--- config.mk ---
export PLATFORM = sky130hd
export DESIGN_NAME = line_refill
export DESIGN_NICKNAME = d
export VERILOG_FILES = /design/src/cache_geom_pkg.sv /design/src/fetch_types_pkg.sv /design/src/line_refill.sv
export SDC_FILE = /design/constraint.sdc
export NUM_CORES = 1
export LEC_CHECK = 0
export BUFFER_PORTS_ARGS = -buffer_cell sky130_fd_sc_hd__buf_2
export CAP_MARGIN = 20
export CORE_UTILIZATION = 37
export CTS_BUF_LIST = sky130_fd_sc_hd__clkbuf_4 sky130_fd_sc_hd__clkbuf_8 sky130_fd_sc_hd__clkbuf_16
export CTS_CLUSTER_DIAMETER = 60
export CTS_CLUSTER_SIZE = 30
export DETAILED_ROUTE_END_ITERATION = 16
export GPL_TIMING_DRIVEN = 0
export PLACE_DENSITY_LB_ADDON = 0.2
export SLEW_MARGIN = 20
export SYNTH_ARGS = -nofsm -noshare
export SYNTH_HDL_FRONTEND = slang
export SYNTH_SLANG_ARGS = --single-unit
export TNS_END_PERCENT = 5
--- constraint.sdc ---
create_clock -name clk -period 1.9 [get_ports clk]
set_input_delay 0.285 -clock clk [delete_from_list [all_inputs] [get_ports clk]]
set_output_delay 0.285 -clock clk [all_outputs]
set_load 0.005 [all_outputs]
--- src/cache_geom_pkg.sv ---
`default_nettype none

// Geometry and backing memory constants for the instruction fetch subsystem.
// The top level takes these as the defaults of its own parameters.
package cache_geom_pkg;

  // Program counter width in bits.
  parameter int ADDR_WIDTH = 32;

  // Width of one instruction word.
  parameter int INST_WIDTH = 32;

  // Number of lines in the direct-mapped cache.
  parameter int NUM_LINES = 64;

  // Words per cache line. Must be a power of two.
  parameter int LINE_WORDS = 4;

  // Depth of the backing instruction memory in words.
  parameter int MEM_WORDS = 4096;

  // Cycles from a queue pop to read data on the response port.
  parameter int MEM_LATENCY = 3;

  // Depth of the memory request queue.
  // The refill engine starts with this many credits.
  parameter int MEM_QDEPTH = 2;

endpackage

`default_nettype wire

--- src/fetch_types_pkg.sv ---
`default_nettype none

// State encodings shared by the fetch path controllers.
package fetch_types_pkg;

  // Cache controller states.
  typedef enum logic [2:0] {
    IDLE,
    LOOKUP,
    DELIVER,
    REFILL,
    UPDATE
  } cache_state_t;

  // Line refill engine states.
  typedef enum logic [1:0] {
    R_IDLE,
    R_ISSUE,
    R_WAIT
  } refill_state_t;

endpackage

`default_nettype wire

--- src/line_refill.sv ---
`timescale 1ns/1ps
`default_nettype none

module line_refill #(
  parameter int ADDR_WIDTH = cache_geom_pkg::ADDR_WIDTH,
  parameter int INST_WIDTH = cache_geom_pkg::INST_WIDTH,
  parameter int LINE_WORDS = cache_geom_pkg::LINE_WORDS,
  parameter int MEM_WORDS  = cache_geom_pkg::MEM_WORDS,
  parameter int MEM_QDEPTH = cache_geom_pkg::MEM_QDEPTH
) (
  input  wire logic                         clk,
  input  wire logic                         reset,
  input  wire logic                         miss_start,
  input  wire logic [ADDR_WIDTH-1:0]        miss_pc,
  output logic                              mem_req_valid,
  output logic [$clog2(MEM_WORDS)-1:0]      mem_req_addr,
  input  wire logic                         mem_credit,
  input  wire logic                         mem_rsp_valid,
  input  wire logic [INST_WIDTH-1:0]        mem_rsp_data,
  output logic                              fill_valid,
  output logic [$clog2(LINE_WORDS)-1:0]     fill_offset,
  output logic [INST_WIDTH-1:0]             fill_data,
  output logic                              fill_done
);

  localparam int OFF_W   = $clog2(LINE_WORDS);
  localparam int MEM_AW  = $clog2(MEM_WORDS);
  localparam int LINE_AW = MEM_AW - OFF_W;
  localparam int CRED_W  = $clog2(MEM_QDEPTH + 1);

  fetch_types_pkg::refill_state_t state;

  logic [LINE_AW-1:0] line_base;
  logic [OFF_W-1:0]   issue_cnt;
  logic [OFF_W-1:0]   rsp_cnt;
  logic [CRED_W-1:0]  credits;
  logic               issue;
  logic               last_issue;
  logic               last_rsp;
  logic               rsp_take;

  // One word request per cycle, only while a queue slot is known to be free.
  assign issue      = (state == fetch_types_pkg::R_ISSUE) && (credits != '0);
  assign last_issue = issue && (issue_cnt == OFF_W'(LINE_WORDS - 1));
  assign rsp_take   = mem_rsp_valid && (state != fetch_types_pkg::R_IDLE);
  assign last_rsp   = rsp_take && (rsp_cnt == OFF_W'(LINE_WORDS - 1));

  assign mem_req_valid = issue;
  assign mem_req_addr  = {line_base, issue_cnt};

  always_ff @(posedge clk) begin
    if (reset) begin
      state      <= fetch_types_pkg::R_IDLE;
      credits    <= CRED_W'(MEM_QDEPTH);
      issue_cnt  <= '0;
      rsp_cnt    <= '0;
      fill_valid <= 1'b0;
      fill_done  <= 1'b0;
    end else begin
      credits    <= credits + CRED_W'(mem_credit) - CRED_W'(issue);
      fill_valid <= rsp_take;
      fill_done  <= fill_valid && (fill_offset == OFF_W'(LINE_WORDS - 1));
      if (issue) begin
        issue_cnt <= issue_cnt + 1'b1;
      end
      // Responses come back in request order, so a counter labels them.
      if (rsp_take) begin
        rsp_cnt <= rsp_cnt + 1'b1;
      end
      case (state)
        fetch_types_pkg::R_IDLE: begin
          if (miss_start) begin
            state     <= fetch_types_pkg::R_ISSUE;
            issue_cnt <= '0;
            rsp_cnt   <= '0;
          end
        end
        fetch_types_pkg::R_ISSUE: begin
          if (last_issue) begin
            state <= fetch_types_pkg::R_WAIT;
          end
        end
        fetch_types_pkg::R_WAIT: begin
          if (last_rsp) begin
            state <= fetch_types_pkg::R_IDLE;
          end
        end
        default: begin
          state <= fetch_types_pkg::R_IDLE;
        end
      endcase
    end
  end

  always_ff @(posedge clk) begin
    if (state == fetch_types_pkg::R_IDLE && miss_start) begin
      line_base <= miss_pc[MEM_AW+1:OFF_W+2];
    end
    fill_offset <= rsp_cnt;
    fill_data   <= mem_rsp_data;
  end

endmodule

`default_nettype wire

==> out/metrics.cfg <==
[outcome]
status = finished, final reports clean

[pwr]
power.density_mw_per_mm2 = 985.5
power_mw = 2.021
p_leak_nw = 0.9975
peakVddDrop_mv = 0.7006

[floorplan]
start_util_pct = 38.82
die_h_um = 63.98
fp.dieW_um = 63.98
rows = 22
die_area_mm2 = 0.004093
design.core.area_mm2 = 0.003661
io_pins = 118

[clock_network]
clkSlewWorstSetupHoldPaths_ns = 0.09
holdBufCountCts = 0
h-tree-depth = 2
cts_made_buffers = 5
cts_resized = 0
clock_latency_ns = 0.29
clock_path_buffers = 2
root_buffer = clkbuf_8
clock-sinks = 54
cts_tree = yes
post-cts-setup-buffers = 0

[place]
place_area_mm2 = 0.001962
dp_slack_ns = 0.4060
portBuffers = 95
dpl.hpwl_um = 2051
place.gp.congestion = 0.6488

[setup_path]
crit_slowest_cell = nor3b_2
crit_family = simple AND/OR/NAND/NOR gates
path_cells = nor3b_2 -> or2_2 -> nor2_1
cp.arrival_ns = 1.67
required_ns = 2.10
end_kind = register
crit_fanout = 11
cp-start-kind = register
critPathMaxStageDelay_ns = 0.65
critPathBufInv = 0
criticalPathCategory = reg -> reg

[final_layout]
area_delta_synth_final_pct = 44.28
fin_area_mm2 = 0.002051
drive_above_1_share_pct = 54.36
diodes = 0
fillers = 326
nets = 266

[synth]
synth-seq-cells = 54
postSynthCellCount = 92
synth.cell_area_mm2 = 0.001421
synth_nets = 164
synthDistinctLibCells = 22
synth_top_area_share_pct = 61.97
yosysWarningCount = 0
avgSynthCellArea_um2 = 15.45
synthTopCellsByArea = dfxtp_1 62%, edfxtp_1 21%, ha_1 2.6%, nor2_1 1.6%, mux2i_1 1.4%
synth_top_area_cell = dfxtp_1
ys_seq_area_share_pct = 83.10

[timing]
relSlewSlack_pct = 48.97
fin_crit_ns = 1.475
setup_ws_ns = 0.4255
setup_violations = 0
period_share_pct = 77.61
fin_skew_ns = 0.002600
hold_viol = 0
fmax_mhz = 678.2
worst_slew_pin_slew_ns = 0.7621
final_max_slew_viol_count = 0
rsz0062_at_grt = no

[detailed_routing]
dr.pass1.iters = 3
wl_per_cell_um = 10.71
drt_iter0_drc = 19
ant_nets = 0
vias_per_cell = 4.309
drcViolationCount = 0
routed_wl_um = 2602
vias = 1047

[global_routing]
track_usage_pct = 13.34
grt_overflow = 0
grt_pass1_wl_um = 4015
grt_pass1_vias = 992
antenna_found_initial = 0
grt_max_degree = 18

[run]
max_cap_viol_count = 0

[hold_path]
hp-class = in -> reg

==> cells in the mapped netlist (all sizes together) <==
cell	n
nor3b	1
or3	1
nand3	2
dfxtp	44
or2	2
nand2b	2
and4b	1
nand2	3
edfxtp	10
o22ai	1
nor2	6
nor3	1
xor2	1
nor2b	2
mux2i	2
and2b	1
a21oi	3
ha	3
o21ai	5
nand3b	1
==> flip-flops by register name, indices dropped and copies added, names as in the netlist, 2 cells and up <==
name         count
line_base       10
issue_cnt        2
state            2
fill_data       32
rsp_cnt          2
fill_offset      2
credits          2
==> path summary, 6_finish.rpt <==
kind / cells past startpoint / endpoint / slack (ns) / start
worst min-delay path: 1 / fill_data[20] / 0.08 / mem_rsp_data[20]
worst max-delay path: 3 / rsp_cnt[1] / 0.43 / state[0]
worst min register to register: 0 / fill_offset[1] / 0.38 / rsp_cnt[1]
worst max register to register: 3 / rsp_cnt[1] / 0.43 / state[0]
==> layout by cell type (no fill, tap or decap) <==
cell type | netlist | routed
nand2b_1 | 1 | 1
nand3_1 | 2 | 2
or3_1 | 1 | 1
buf_2 | 0 | 95
clkbuf_8 | 0 | 5
clkinvlp_4 | 0 | 1
mux2i_1 | 2 | 2
xor2_1 | 1 | 1
inv_6 | 0 | 1
nand2b_2 | 1 | 1
ha_1 | 3 | 3
nor3_1 | 1 | 1
nor3b_2 | 0 | 1
nand2_1 | 3 | 3
dfxtp_1 | 44 | 44
nor2_1 | 6 | 6
nand3b_1 | 1 | 1
a21oi_1 | 3 | 3
o22ai_1 | 1 | 1
o21ai_1 | 1 | 1
and4b_1 | 1 | 1
clkinv_1 | 0 | 1
nor2b_1 | 2 | 2
and2b_1 | 1 | 1
o21ai_0 | 4 | 4
edfxtp_1 | 10 | 10
or2_2 | 2 | 2
==> worst reg2reg max path, delay by kind of cell (launching register included) <==
| kind | cells | cell delay [ns] |
|---|---|---|
| flops | 1 | 0.39 |
| simple gates | 3 | 0.99 |
==> area by class of cell <==
type	instances	area (um^2)	share of cell area, %
Clock inverter	3	20.02	0.9762
Timing Repair Buffer	95	475.5	23.18
Multi-Input combinational cell	38	245.2	11.96
Clock buffer	5	68.82	3.356
Sequential cell	54	1181	57.60
Tap cell	48	60.06	2.929
==> metrics by stage <==
stage	setup TNS (ns)	hold WS [ns]	utilization, %	instances
finish	0	0.08089	56.02	243
global route	0	0.05896	56.02	243
CTS	0	0.06757	56.02	243
detailed placement	0	0.3742	53.59	235
global placement	-0.2029	0.3646	53.45	235
floorplan	0	0.3127	-	92
==> cell families (layout without fill, tap and decap cells) <==
kind of cell | count (synthesis) | in the layout | share of synthesized area (%)
fa+ha+maj | 3 | 3 | 2.641
flops | 54 | 54 | 83.10
compound gates | 9 | 9 | 3.257
xor+xnor | 1 | 1 | 0.6163
mux | 2 | 2 | 1.409
buf+inv | 0 | 103 | 0
simple gates | 23 | 23 | 8.979
==> where the power goes <==
group / switching (mW) / leakage (nW) / internal [mW]
clock: 0.349 / 0.0422 / 0.260
sequential: 0.0230 / 0.463 / 1.23
combinational: 0.0686 / 0.492 / 0.0920
==> layer usage <==
metal	GRT usage [%]	up-vias	wire (um)
met3	5.000	5	299
met1	12.84	466	963
li1	-	512	-
met2	23.27	64	1279
met4	9.375	0	59
met5	0	-	0
Power figures use the tool's default switching activity.
